`src/holo_ctrl_pkg.sv`:
```
/*
  holo_ctrl shared definitions
  byte and frame widths, UART and SPI timing counts, counter widths,
  receiver state codes and the SPI frame union
*/
`default_nettype none

package holo_ctrl_pkg;

  //////////////////////////////
  // widths and timing counts
  localparam int BYTE_W            = 8;
  localparam int FRAME_W           = 16;
  // short counts for simulation
  localparam int UART_CLKS_PER_BIT = 16;
  localparam int SPI_HALF_CLKS     = 4;
  localparam int RESET_HOLD_CLKS   = 10;
  localparam int REPLY_DEPTH       = 4;
  localparam int REPLY_PTR_W       = 2;

  // derived counter widths
  localparam int REPLY_CNT_W = REPLY_PTR_W + 1;
  localparam int UART_CNT_W  = $clog2(UART_CLKS_PER_BIT);
  localparam int BIT_IDX_W   = $clog2(BYTE_W);
  // start + data + stop
  localparam int UART_BITS   = BYTE_W + 2;
  localparam int UART_BIT_W  = $clog2(UART_BITS);
  localparam int SPI_DIV_W   = $clog2(SPI_HALF_CLKS);
  // one extra half period closes the frame
  localparam int SPI_EDGE_W  = $clog2(2 * FRAME_W + 1);
  localparam int RESET_CNT_W = $clog2(RESET_HOLD_CLKS + 1);

  // uart receiver states
  localparam logic [1:0] RX_IDLE  = 2'd0;
  localparam logic [1:0] RX_START = 2'd1;
  localparam logic [1:0] RX_DATA  = 2'd2;
  localparam logic [1:0] RX_STOP  = 2'd3;

  //////////////////////////////
  // one spi frame, whole word or address/data pair
  typedef union packed {
    logic [FRAME_W-1:0] word;
    struct packed {
      logic [BYTE_W-1:0] addr;
      logic [BYTE_W-1:0] data;
    } pair;
  } spi_frame_u;

endpackage

`default_nettype wire

```
`src/spi_xfer_if.sv`:
```
/*
  spi transfer interface
  joins command pairing, SPI master and reply queue
*/
`timescale 1ns/1ps
`default_nettype none

interface spi_xfer_if
  import holo_ctrl_pkg::*;
();

  // one-cycle start pulse, frame stable with it
  logic              start;
  spi_frame_u        frame;
  // high for the whole frame
  logic              busy;
  // valid from busy falling until next start
  logic [BYTE_W-1:0] rx_byte;

  modport host (output start, output frame, input busy);
  modport dev  (input start, input frame, output busy, output rx_byte);
  modport mon  (input busy, input rx_byte);

endinterface

`default_nettype wire

```
`src/uart_rx.sv`:
```
/*
  UART receiver
  8N1, sampled at mid-bit after a two-flop synchronizer
  one-cycle byte-valid pulse after the middle of the stop bit
*/
`timescale 1ns/1ps
`default_nettype none

module uart_rx
  import holo_ctrl_pkg::*;
(
  input  logic              fpga_clk,
  input  logic              reset_all_cmd_w,
  input  logic              rx_serial_i,
  output logic              rx_valid_o,
  output logic [BYTE_W-1:0] rx_byte_o
);

  logic                  rx_meta_q;
  logic                  rx_sync_q;
  logic [1:0]            state_q;
  logic [UART_CNT_W-1:0] clk_cnt_q;
  logic [BIT_IDX_W-1:0]  bit_idx_q;

  always_ff @(posedge fpga_clk) begin
    // default no byte
    rx_valid_o <= 1'b0;
    if (reset_all_cmd_w) begin
      // line idles high
      rx_meta_q <= 1'b1;
      rx_sync_q <= 1'b1;
      state_q   <= RX_IDLE;
      clk_cnt_q <= '0;
      bit_idx_q <= '0;
    end else begin
      rx_meta_q <= rx_serial_i;
      rx_sync_q <= rx_meta_q;
      case (state_q)
        RX_IDLE: begin
          clk_cnt_q <= '0;
          bit_idx_q <= '0;
          // falling edge of start bit
          if (!rx_sync_q) begin
            state_q <= RX_START;
          end
        end
        RX_START: begin
          // half a bit to land mid start bit
          if (clk_cnt_q == UART_CNT_W'(UART_CLKS_PER_BIT / 2 - 1)) begin
            clk_cnt_q <= '0;
            // glitch, back to idle
            state_q   <= rx_sync_q ? RX_IDLE : RX_DATA;
          end else begin
            clk_cnt_q <= clk_cnt_q + 1'b1;
          end
        end
        RX_DATA: begin
          if (clk_cnt_q == UART_CNT_W'(UART_CLKS_PER_BIT - 1)) begin
            clk_cnt_q <= '0;
            // lsb first
            rx_byte_o <= {rx_sync_q, rx_byte_o[BYTE_W-1:1]};
            bit_idx_q <= bit_idx_q + 1'b1;
            // all ones means eighth bit
            if (&bit_idx_q) begin
              state_q <= RX_STOP;
            end
          end else begin
            clk_cnt_q <= clk_cnt_q + 1'b1;
          end
        end
        RX_STOP: begin
          // mid stop bit, byte done
          if (clk_cnt_q == UART_CNT_W'(UART_CLKS_PER_BIT - 1)) begin
            clk_cnt_q  <= '0;
            rx_valid_o <= 1'b1;
            state_q    <= RX_IDLE;
          end else begin
            clk_cnt_q <= clk_cnt_q + 1'b1;
          end
        end
        default: state_q <= RX_IDLE;
      endcase
    end
  end

endmodule

`default_nettype wire

```
`src/uart_tx.sv`:
```
/*
  UART transmitter
  start bit, eight data bits lsb first, stop bit
  active level covers exactly ten bit times
*/
`timescale 1ns/1ps
`default_nettype none

module uart_tx
  import holo_ctrl_pkg::*;
(
  input  logic              fpga_clk,
  input  logic              reset_all_cmd_w,
  input  logic              tx_start_i,
  input  logic [BYTE_W-1:0] tx_byte_i,
  output logic              tx_active_o,
  output logic              tx_serial_o
);

  logic [UART_BITS-1:0]  shift_q;
  logic [UART_CNT_W-1:0] clk_cnt_q;
  logic [UART_BIT_W-1:0] bit_cnt_q;

  always_ff @(posedge fpga_clk) begin
    if (reset_all_cmd_w) begin
      tx_active_o <= 1'b0;
      clk_cnt_q   <= '0;
      bit_cnt_q   <= '0;
    end else if (!tx_active_o) begin
      clk_cnt_q <= '0;
      bit_cnt_q <= '0;
      // load stop, data, start
      if (tx_start_i) begin
        tx_active_o <= 1'b1;
        shift_q     <= {1'b1, tx_byte_i, 1'b0};
      end
    end else if (clk_cnt_q == UART_CNT_W'(UART_CLKS_PER_BIT - 1)) begin
      // end of one bit time
      clk_cnt_q <= '0;
      shift_q   <= {1'b1, shift_q[UART_BITS-1:1]};
      if (bit_cnt_q == UART_BIT_W'(UART_BITS - 1)) begin
        tx_active_o <= 1'b0;
      end else begin
        bit_cnt_q <= bit_cnt_q + 1'b1;
      end
    end else begin
      clk_cnt_q <= clk_cnt_q + 1'b1;
    end
  end

  // idle line high
  assign tx_serial_o = tx_active_o ? shift_q[0] : 1'b1;

endmodule

`default_nettype wire

```
`src/cmd_pairing.sv`:
```
/*
  command pairing
  first byte is the address, second the data
  a complete pair starts one SPI frame
*/
`timescale 1ns/1ps
`default_nettype none

module cmd_pairing
  import holo_ctrl_pkg::*;
(
  input  logic              fpga_clk,
  input  logic              reset_all_cmd_w,
  input  logic              rx_valid_i,
  input  logic [BYTE_W-1:0] rx_byte_i,
  spi_xfer_if.host          spi
);

  logic valid_q;
  // one byte waiting for its partner
  logic odd_byte_q;
  logic valid_rise;

  assign valid_rise = rx_valid_i & ~valid_q;

  always_ff @(posedge fpga_clk) begin
    if (reset_all_cmd_w) begin
      valid_q    <= 1'b0;
      odd_byte_q <= 1'b0;
      spi.start  <= 1'b0;
    end else begin
      valid_q <= rx_valid_i;
      // second byte of a pair, dropped if the master is still busy
      spi.start <= valid_rise & odd_byte_q & ~spi.busy;
      if (valid_rise) begin
        odd_byte_q <= ~odd_byte_q;
      end
    end
  end

  // data moves along into address
  always_ff @(posedge fpga_clk) begin
    if (valid_rise) begin
      spi.frame.pair.addr <= spi.frame.pair.data;
      spi.frame.pair.data <= rx_byte_i;
    end
  end

endmodule

`default_nettype wire

```
`src/spi_master.sv`:
```
/*
  SPI master, mode 0, 16-bit frames
  active-low enable, address byte msb first
  last eight bits received are kept as the reply byte
*/
`timescale 1ns/1ps
`default_nettype none

module spi_master
  import holo_ctrl_pkg::*;
(
  input  logic     fpga_clk,
  input  logic     reset_all_cmd_w,
  input  logic     sout_i,
  output logic     sen_o,
  output logic     sck_o,
  output logic     sdat_o,
  spi_xfer_if.dev  spi
);

  logic [SPI_DIV_W-1:0]  div_cnt_q;
  logic [SPI_EDGE_W-1:0] edge_cnt_q;
  logic [FRAME_W-1:0]    tx_shift_q;
  logic [BYTE_W-1:0]     rx_shift_q;
  logic                  half_tick;
  logic                  last_edge;

  assign half_tick = (div_cnt_q == SPI_DIV_W'(SPI_HALF_CLKS - 1));
  // half period after the final falling sck
  assign last_edge = (edge_cnt_q == SPI_EDGE_W'(2 * FRAME_W));

  //////////////////////////////
  // framing and sck
  always_ff @(posedge fpga_clk) begin
    if (reset_all_cmd_w) begin
      spi.busy   <= 1'b0;
      sen_o      <= 1'b1;
      sck_o      <= 1'b0;
      div_cnt_q  <= '0;
      edge_cnt_q <= '0;
    end else if (!spi.busy) begin
      div_cnt_q  <= '0;
      edge_cnt_q <= '0;
      if (spi.start) begin
        spi.busy <= 1'b1;
        sen_o    <= 1'b0;
      end
    end else if (half_tick) begin
      div_cnt_q  <= '0;
      edge_cnt_q <= edge_cnt_q + 1'b1;
      if (last_edge) begin
        spi.busy <= 1'b0;
        sen_o    <= 1'b1;
      end else begin
        // even count rises, odd count falls
        sck_o <= ~edge_cnt_q[0];
      end
    end else begin
      div_cnt_q <= div_cnt_q + 1'b1;
    end
  end

  //////////////////////////////
  // shift registers
  always_ff @(posedge fpga_clk) begin
    if (!spi.busy && spi.start) begin
      tx_shift_q <= spi.frame.word;
    end else if (spi.busy && half_tick) begin
      if (last_edge) begin
        spi.rx_byte <= rx_shift_q;
      end else if (!edge_cnt_q[0]) begin
        // sample on rising sck
        rx_shift_q <= {rx_shift_q[BYTE_W-2:0], sout_i};
      end else begin
        // next bit on falling sck
        tx_shift_q <= {tx_shift_q[FRAME_W-2:0], 1'b0};
      end
    end
  end

  // mosi quiet low outside a frame
  assign sdat_o = ~sen_o & tx_shift_q[FRAME_W-1];

endmodule

`default_nettype wire

```
`src/reply_queue.sv`:
```
/*
  reply queue
  four-deep byte store between SPI reply and UART transmit
  written on busy falling, read by a two-step sequencer
*/
`timescale 1ns/1ps
`default_nettype none

module reply_queue
  import holo_ctrl_pkg::*;
(
  input  logic              fpga_clk,
  input  logic              reset_all_cmd_w,
  input  logic              tx_active_i,
  spi_xfer_if.mon           spi,
  output logic              tx_start_o,
  output logic [BYTE_W-1:0] tx_byte_o
);

  logic [BYTE_W-1:0]      store_q [REPLY_DEPTH];
  logic [REPLY_PTR_W-1:0] wr_ptr_q;
  logic [REPLY_PTR_W-1:0] rd_ptr_q;
  logic [REPLY_CNT_W-1:0] fill_cnt_q;
  logic                   busy_q;
  logic                   rd_pend_q;
  logic                   busy_fall;
  logic                   full;
  logic                   empty;
  logic                   wr_en;
  logic                   rd_go;

  assign busy_fall = busy_q & ~spi.busy;
  assign full      = (fill_cnt_q == REPLY_CNT_W'(REPLY_DEPTH));
  assign empty     = (fill_cnt_q == '0);
  // full queue drops the reply
  assign wr_en     = busy_fall & ~full;
  // hold off until the transmitter has taken the last byte
  assign rd_go     = ~empty & ~tx_active_i & ~rd_pend_q & ~tx_start_o;

  //////////////////////////////
  // pointers, count, sequencer
  always_ff @(posedge fpga_clk) begin
    if (reset_all_cmd_w) begin
      busy_q     <= 1'b0;
      wr_ptr_q   <= '0;
      rd_ptr_q   <= '0;
      fill_cnt_q <= '0;
      rd_pend_q  <= 1'b0;
      tx_start_o <= 1'b0;
    end else begin
      busy_q <= spi.busy;
      if (wr_en) begin
        wr_ptr_q <= wr_ptr_q + 1'b1;
      end
      if (rd_go) begin
        rd_ptr_q <= rd_ptr_q + 1'b1;
      end
      fill_cnt_q <= fill_cnt_q + REPLY_CNT_W'(wr_en) - REPLY_CNT_W'(rd_go);
      // read now, start tx next cycle
      rd_pend_q  <= rd_go;
      tx_start_o <= rd_pend_q;
    end
  end

  // storage
  always_ff @(posedge fpga_clk) begin
    if (wr_en) begin
      store_q[wr_ptr_q] <= spi.rx_byte;
    end
    if (rd_go) begin
      tx_byte_o <= store_q[rd_ptr_q];
    end
  end

endmodule

`default_nettype wire

```
`src/panel_reset.sv`:
```
/*
  panel reset stretcher
  active-low reset held for a fixed count after the command drops
*/
`timescale 1ns/1ps
`default_nettype none

module panel_reset
  import holo_ctrl_pkg::*;
(
  input  logic fpga_clk,
  input  logic reset_all_cmd_w,
  output logic slm_reset_n_o
);

  logic [RESET_CNT_W-1:0] hold_cnt_q;

  // reload while commanded, then count down to zero
  always_ff @(posedge fpga_clk) begin
    if (reset_all_cmd_w) begin
      hold_cnt_q <= RESET_CNT_W'(RESET_HOLD_CLKS);
    end else if (hold_cnt_q != '0) begin
      hold_cnt_q <= hold_cnt_q - 1'b1;
    end
  end

  // low for the command plus the hold count
  assign slm_reset_n_o = ~(reset_all_cmd_w | (hold_cnt_q != '0));

endmodule

`default_nettype wire

```
`src/holo_ctrl_top.sv`:
```
/*
  display controller command path
  host UART bytes paired into SPI frames to the panel
  SPI replies queued back out on UART, plus stretched panel reset
*/
`timescale 1ns/1ps
`default_nettype none

module holo_ctrl_top
  import holo_ctrl_pkg::*;
(
  input  logic fpga_clk,
  input  logic reset_all_cmd_w,
  input  logic uart_rx_i,
  input  logic sout_i,
  output logic uart_tx_o,
  output logic sen_o,
  output logic sck_o,
  output logic sdat_o,
  output logic slm_reset_n_o
);

  logic              rx_valid;
  logic [BYTE_W-1:0] rx_byte;
  logic              tx_start;
  logic [BYTE_W-1:0] tx_byte;
  logic              tx_active;

  spi_xfer_if spi_bus ();

  //////////////////////////////
  // host to panel
  uart_rx u_uart_rx (
    .fpga_clk        (fpga_clk),
    .reset_all_cmd_w (reset_all_cmd_w),
    .rx_serial_i     (uart_rx_i),
    .rx_valid_o      (rx_valid),
    .rx_byte_o       (rx_byte)
  );

  cmd_pairing u_cmd_pairing (
    .fpga_clk        (fpga_clk),
    .reset_all_cmd_w (reset_all_cmd_w),
    .rx_valid_i      (rx_valid),
    .rx_byte_i       (rx_byte),
    .spi             (spi_bus.host)
  );

  spi_master u_spi_master (
    .fpga_clk        (fpga_clk),
    .reset_all_cmd_w (reset_all_cmd_w),
    .sout_i          (sout_i),
    .sen_o           (sen_o),
    .sck_o           (sck_o),
    .sdat_o          (sdat_o),
    .spi             (spi_bus.dev)
  );

  //////////////////////////////
  // panel replies back to host
  reply_queue u_reply_queue (
    .fpga_clk        (fpga_clk),
    .reset_all_cmd_w (reset_all_cmd_w),
    .tx_active_i     (tx_active),
    .spi             (spi_bus.mon),
    .tx_start_o      (tx_start),
    .tx_byte_o       (tx_byte)
  );

  uart_tx u_uart_tx (
    .fpga_clk        (fpga_clk),
    .reset_all_cmd_w (reset_all_cmd_w),
    .tx_start_i      (tx_start),
    .tx_byte_i       (tx_byte),
    .tx_active_o     (tx_active),
    .tx_serial_o     (uart_tx_o)
  );

  // panel reset
  panel_reset u_panel_reset (
    .fpga_clk        (fpga_clk),
    .reset_all_cmd_w (reset_all_cmd_w),
    .slm_reset_n_o   (slm_reset_n_o)
  );

endmodule

`default_nettype wire

```
`config.mk`:
```
export PLATFORM = sky130hd
export DESIGN_NAME = holo_ctrl_top
export DESIGN_NICKNAME = d
export VERILOG_FILES = /design/src/holo_ctrl_pkg.sv /design/src/spi_xfer_if.sv /design/src/uart_rx.sv /design/src/uart_tx.sv /design/src/cmd_pairing.sv /design/src/spi_master.sv /design/src/reply_queue.sv /design/src/panel_reset.sv /design/src/holo_ctrl_top.sv
export SDC_FILE = /design/constraint.sdc
export NUM_CORES = 1
export LEC_CHECK = 0
export BUFFER_PORTS_ARGS = -buffer_cell sky130_fd_sc_hd__buf_2
export CAP_MARGIN = 20
export CORE_AREA = 2 2 129 143
export DETAILED_ROUTE_END_ITERATION = 16
export DIE_AREA = 0 0 131 145
export SETUP_SLACK_MARGIN = 0.1
export SLEW_MARGIN = 5
export SYNTH_ARGS = -nofsm -noshare
export SYNTH_HDL_FRONTEND = slang
export SYNTH_HIERARCHICAL = 1
export SYNTH_SLANG_ARGS = --single-unit
```
`constraint.sdc`:
```
create_clock -name fpga_clk -period 6 [get_ports fpga_clk]
set_input_delay 0.3 -clock fpga_clk [delete_from_list [all_inputs] [get_ports fpga_clk]]
set_output_delay 0.3 -clock fpga_clk [all_outputs]
set_load 0.03 [all_outputs]
```
# Word-level counts from Yosys, hierarchy flattened
# Memory sizes are Yosys's and may differ from the RTL's. A register that Yosys moved wholly into a read port is not among the register bits.
# Index checks and enable logic that the tools add are counted.
# totals
register_bits	115
ram_bits	32
in_bits	4
output_inout_bits	5
wordCells	150
memories	1
# memory_table
memory	depth	word_bits	rd	rd_clocked_by_memory_dff	write_ports	line_no	text
u_reply_queue.store_q	4	8	1	1	1	reply_queue.sv:20	logic [BYTE_W-1:0] store_q [REPLY_DEPTH];
# classes
n_addsub	11
n_eq_ne	19
muxes	35
n_bitwise	26
n_reduce_logical	28
# op_table
cell	n
$mux W16	4
$mux W10	3
$reduce_and A3 Y1	7
$mux W1	16
$not A1 Y1	16
$add A4 B1 Y4 const B	3
$eq A4 B4 Y1 const B	3
$mux W2	6
$pmux W4 S3	1
$ne A2 B2 Y1 const B	5
$reduce_bool A2 Y1	5
$and A1 B1 Y1	9
$mux W4	2
$ne A2 B1 Y1 const B	4
$pmux W2 S4	1
$reduce_or A2 Y1	4
$add A2 B1 Y2 const B	3
$add A6 B1 Y6 const B	1
$eq A2 B2 Y1 const B	3
$eq A6 B6 Y1 const B	1
$pmux W3 S2	1
$reduce_or A3 Y1	2
$reduce_and A5 Y1	1
$eq A4 B3 Y1 const B	1
15 further kinds	17

# Logic depth before layout (Yosys ltp)
# depth
word_depth	6
ltp_mapped	10
depth_no_buf	10

# By module
# The synthesis kept the hierarchy.
# modules_own_cells
mod	instances	cells_per_inst	area_per_inst_um2	seq_area_each_um2
reply_queue	1	105	1978.1	1401.3
spi_master	1	107	1690.4	1181.1
uart_rx	1	70	797.0	480.5
uart_tx	1	66	792.0	450.4
cmd_pairing	1	25	584.3	540.5
panel_reset	1	22	202.7	80.1

# Worst setup path before layout
# No wires, ideal clock.
# synth_timing
path_kind	register to register
startpoint	register u_uart_tx.tx_active_o
endpoint	register u_reply_queue.fill_cnt_q[2]
setup_time_ns	0.115
arrival_ns	2.034
required_ns	5.885
setup_slack_ns	3.851
stages_incl_launch_ff	9
path_buffers	0
period_less_slack_ns	2.149
cell_sequence	dfxtp_1 -> nor4_4 -> ha_1 -> inv_1 -> ha_1 -> fa_1 -> xnor2_1 -> xnor2_1 -> nor2_1
# synth_between
elab_chain_cells	5
# synth_rtl
element	line_no	text
from (decl)	uart_tx.sv:16	output logic tx_active_o,
from (signal assigned)	uart_tx.sv:26	tx_active_o <= 1'b0;
from (signal assigned)	uart_tx.sv:34	tx_active_o <= 1'b1;
from (signal assigned)	uart_tx.sv:42	tx_active_o <= 1'b0;
$not A1 Y1	reply_queue.sv:38	assign rd_go = ~empty & ~tx_active_i & ~rd_pend_q & ~tx_start_o;
$and A1 B1 Y1 (3 in series)	reply_queue.sv:38	
named net u_reply_queue.rd_go	reply_queue.sv:30	logic rd_go;
$sub A3 B1 Y3	reply_queue.sv:58	fill_cnt_q <= fill_cnt_q + REPLY_CNT_W'(wr_en) - REPLY_CNT_W'(rd_go);
to (signal assigned)	reply_queue.sv:58	
to (decl)	reply_queue.sv:23	logic [REPLY_CNT_W-1:0] fill_cnt_q;
# The timed path passes the listed nets, and every way through them passes these cells.
# A chain may end at the register's enable or synchronous reset.

# Worst setup path in the final report
# Ends and elaborated chain as after synthesis.

==> flow_summary.toml <==
[worst_setup_path]
r2r-end = "u_reply_queue/fill_cnt_q[2]$_SDFF_PP0_"
crit_chain = "nor4_4 > ha_1 > inv_1 > ha_1 > fa_1 > xnor2_1 > xnor2_1 > nor2_1"
r2r_start = "u_uart_tx/tx_active_o$_SDFF_PP0_"
ff2ff_path_depth = 8
crit_start = "u_uart_tx/tx_active_o$_SDFF_PP0_"
crit_slowest_cell = "nor4_4"
crit_type = "reg2reg"
crit_path_end_kind = "flip-flop"
cp_slowest_stage_delay_ns = 0.72
critPathMaxFanout = 17
endpoint = "u_reply_queue/fill_cnt_q[2]$_SDFF_PP0_"
cp.arrival_ns = 2.89
required_ns = 6.28
r2r_slack_ns = 3.39
worstSetupStartpointType = "flip-flop"

[floorplan]
fp.dieH_microns = 145
start_util_pct = 34.4
core_sq_um = 17500
die_w_microns = 131
num_io_pins = 9
rows = 51
dieArea_sq_um = 19000

[sta]
worstMarginPinSlew_ns = 0.749
post-route-worst-setup-slack_ns = 3.39
fmax_mhz = 383
finalWorstPathRequiredPeriod_ns = 2.61
fin_hold_ws_ns = 0.0640
drv_slew = 0
timing.final.crit_share_pct = 43.5
skew_ns = 0.00746
fin_tns_setup_ns = 0
finalSetupViolCount = 0
max_slew_margin_pct = 50.0
rsz0062_at_grt = "false"
hold_viol_final = 0

[cells_and_area]
mostFrequentLayoutCells = "edfxtp_1 (105), dfxtp_1 (49), nor2_1 (24)"
n_fill_cell = 1594
drive_gt1_share_pct = 20.9
antenna_cells = 0
final_common_cell = "edfxtp_1"
instances_no_fill = 664
nets = 435
finalCoreUtilization_pct = 39.5
area_delta_synth_final_pct = 14.7
finalInstanceArea_sq_um = 6930

[grt]
grt_max_degree = 45
grt_pass1_vias = 3039
grt_pass1_wl_mm = 14.6
grt_usage_pct = 9.89
antenna_found_initial = 0
grt-ovfl-total = 0

[yosys]
synth-seq-cells = 154
ys_dominant_reg_cell = "edfxtp_1"
ys_types = 58
synth_fp_nets = 417
synthCells = 395
yosysWarnings = 6
ys_seq_area_share_pct = 68.4
syn-mean-instance-area_sq_um = 15.3
synthArstFlopShare_pct = 0
synth_edf_count = 105
netlist_area_sq_um = 6040

[job]
maxCapViolCount = 0

[place]
dpl_cell_area_sq_um = 6300
post-place-ws_ns = 3.35
dpl.cell_count = 631
hpwl_mm = 5.55
portBuffers = 8
place_congestion = 0.691

[pwr]
pwr-share-seq_pct = 48.8
leakagePower_nw = 2.38
p_switching_uw = 573
p_int_mw = 2.03
ir_drop_mv = 0.239
switching_share_pct = 22.0
power_density_nw_per_um2 = 376
p_clk_share_pct = 43.0
pwr-share-comb_pct = 8.3
power_mw = 2.60

[clock_network]
cts_buffers = 17
clkTransAtPathRegs_ns = 0.06
hold_buffers = 0
clk_latency_ns = 0.42
cts_tree = "done"
cts_setup_buffers = 0
clock_path_buffers = 2
cts_resized = 0
cts-htree-levels = 4
cts_root_buffer = "clkbuf_16"
cts_sinks = 154

[routing]
ant_nets = 0
firstDrtPassIters = 4
first_iter_violations = 144
vias = 3050
wl_per_cell_microns = 13.2
drc = 0
wirelength_mm = 8.79
viasPerCell = 4.59

[status]
status = "completed"

[worst_hold_path]
min_path_type = "in2reg"
-- power groups by stage --
stage          combinational (mW)  clock, mW  sequential [mW]
3_3_place_gp                0.207          0             1.29
4_1_cts                     0.220       1.15             1.27
5_1_grt                     0.239       1.19             1.28
6_report                    0.215       1.12             1.27
2_1_floorplan               0.210          0             1.26
3_5_place_dp                0.219          0             1.29
-- worst min path at each step --
stage                                   startpoint                                       end  slack, ns  cells after the start
floorplan                          reset_all_cmd_w  u_panel_reset/hold_cnt_q[2]$_SDFFE_PP0P_       0.37                      1
global placement    u_uart_rx/rx_meta_q$_SDFF_PP1_            u_uart_rx/rx_sync_q$_SDFF_PP1_       0.40                      1
detailed placement  u_uart_rx/rx_meta_q$_SDFF_PP1_            u_uart_rx/rx_sync_q$_SDFF_PP1_       0.41                      1
CTS                                         sout_i      u_spi_master/rx_shift_q[0]$_DFFE_PP_       0.04                      1
global route                                sout_i      u_spi_master/rx_shift_q[0]$_DFFE_PP_       0.04                      1
finish                                      sout_i      u_spi_master/rx_shift_q[0]$_DFFE_PP_       0.06                      1
-- flip-flops by register name, indices dropped and copies added, names as in the netlist, 3 cells and up, named ones only --
register	count
u_reply_queue/fill_cnt_q	3
u_reply_queue/store_q	32
u_uart_rx/bit_idx_q	3
u_uart_tx/bit_cnt_q	4
u_cmd_pairing/spi.frame	16
u_spi_master/rx_shift_q	8
u_reply_queue/tx_byte_o	8
u_uart_tx/shift_q	9
u_uart_tx/clk_cnt_q	4
u_uart_rx/rx_byte_o	8
u_spi_master/edge_cnt_q	6
u_panel_reset/hold_cnt_q	4
u_spi_master/spi.rx_byte	8
u_uart_rx/clk_cnt_q	4
u_spi_master/tx_shift_q	16
-- final cells by class --
class	count	area [sq um]	area share, %
clock buffer	18	429	6.19
timing repair buffer	11	60.1	0.867
sequential	154	4130	59.6
clock inverter	14	193	2.78
multi-input combinational	214	1760	25.4
tap	238	298	4.30
inverter	15	56.3	0.812
-- routing by layer --
| metal | global-route usage (%) | routed length, microns |
|---|---|---|
| met1 | 11.5 | 3970 |
| met2 | 16.2 | 4400 |
| met3 | 2.91 | 231 |
| met4 | 5.27 | 190 |
| met5 | 0 | 0 |
-- cells by family (layout without fill, tap and decap cells) --
| group | count (synthesis) | in the layout | share of synthesized area (%) |
|---|---|---|---|
| adders and majority gates | 18 | 18 | 3.85 |
| DFF | 154 | 154 | 68.4 |
| and+or+nand+nor | 117 | 117 | 12.0 |
| muxes | 36 | 36 | 8.13 |
| AOI/OAI and AO/OA | 33 | 33 | 3.73 |
| xor gates and xnor gates | 10 | 10 | 1.45 |
| buffers and inverters | 27 | 58 | 2.48 |
-- cells in the mapped netlist, drive strengths merged, types with 2 or more instances --
cell / n / area share [%]
nand2: 11 / 0.68
clkbuf: 2 / 0.29
nor3b: 6 / 0.75
xnor2: 6 / 0.87
buf: 10 / 1.3
or2: 3 / 0.31
nand4b: 3 / 0.43
or2b: 3 / 0.41
and3: 3 / 0.37
mux2: 25 / 4.7
nand2b: 6 / 0.62
o21ai: 6 / 0.50
nand3: 12 / 1.1
nor2b: 13 / 1.3
mux4: 8 / 3.0
dfxtp: 49 / 16
mux2i: 3 / 0.50
or3: 6 / 0.70
nand3b: 2 / 0.25
edfxtp: 105 / 52
nand4: 3 / 0.52
ha: 17 / 3.5
a21oi: 11 / 1.1
and2: 6 / 0.62
xor2: 4 / 0.58
o21a: 2 / 0.25
nor3: 10 / 1.2
inv: 15 / 0.93
nor2: 24 / 1.5
nor4: 2 / 0.56
a31oi: 3 / 0.31
-- critical path: cells and delay by family, from the launching register on --
kind,cells,cell delay (ns)
XOR/XNOR,2,0.36
adder cells (fa/ha/maj),3,0.77
buffers and inverters,1,0.04
flip-flops,1,0.51
AND/OR/NAND/NOR,2,0.78
No activity file was read; power rests on OpenSTA's default activity.
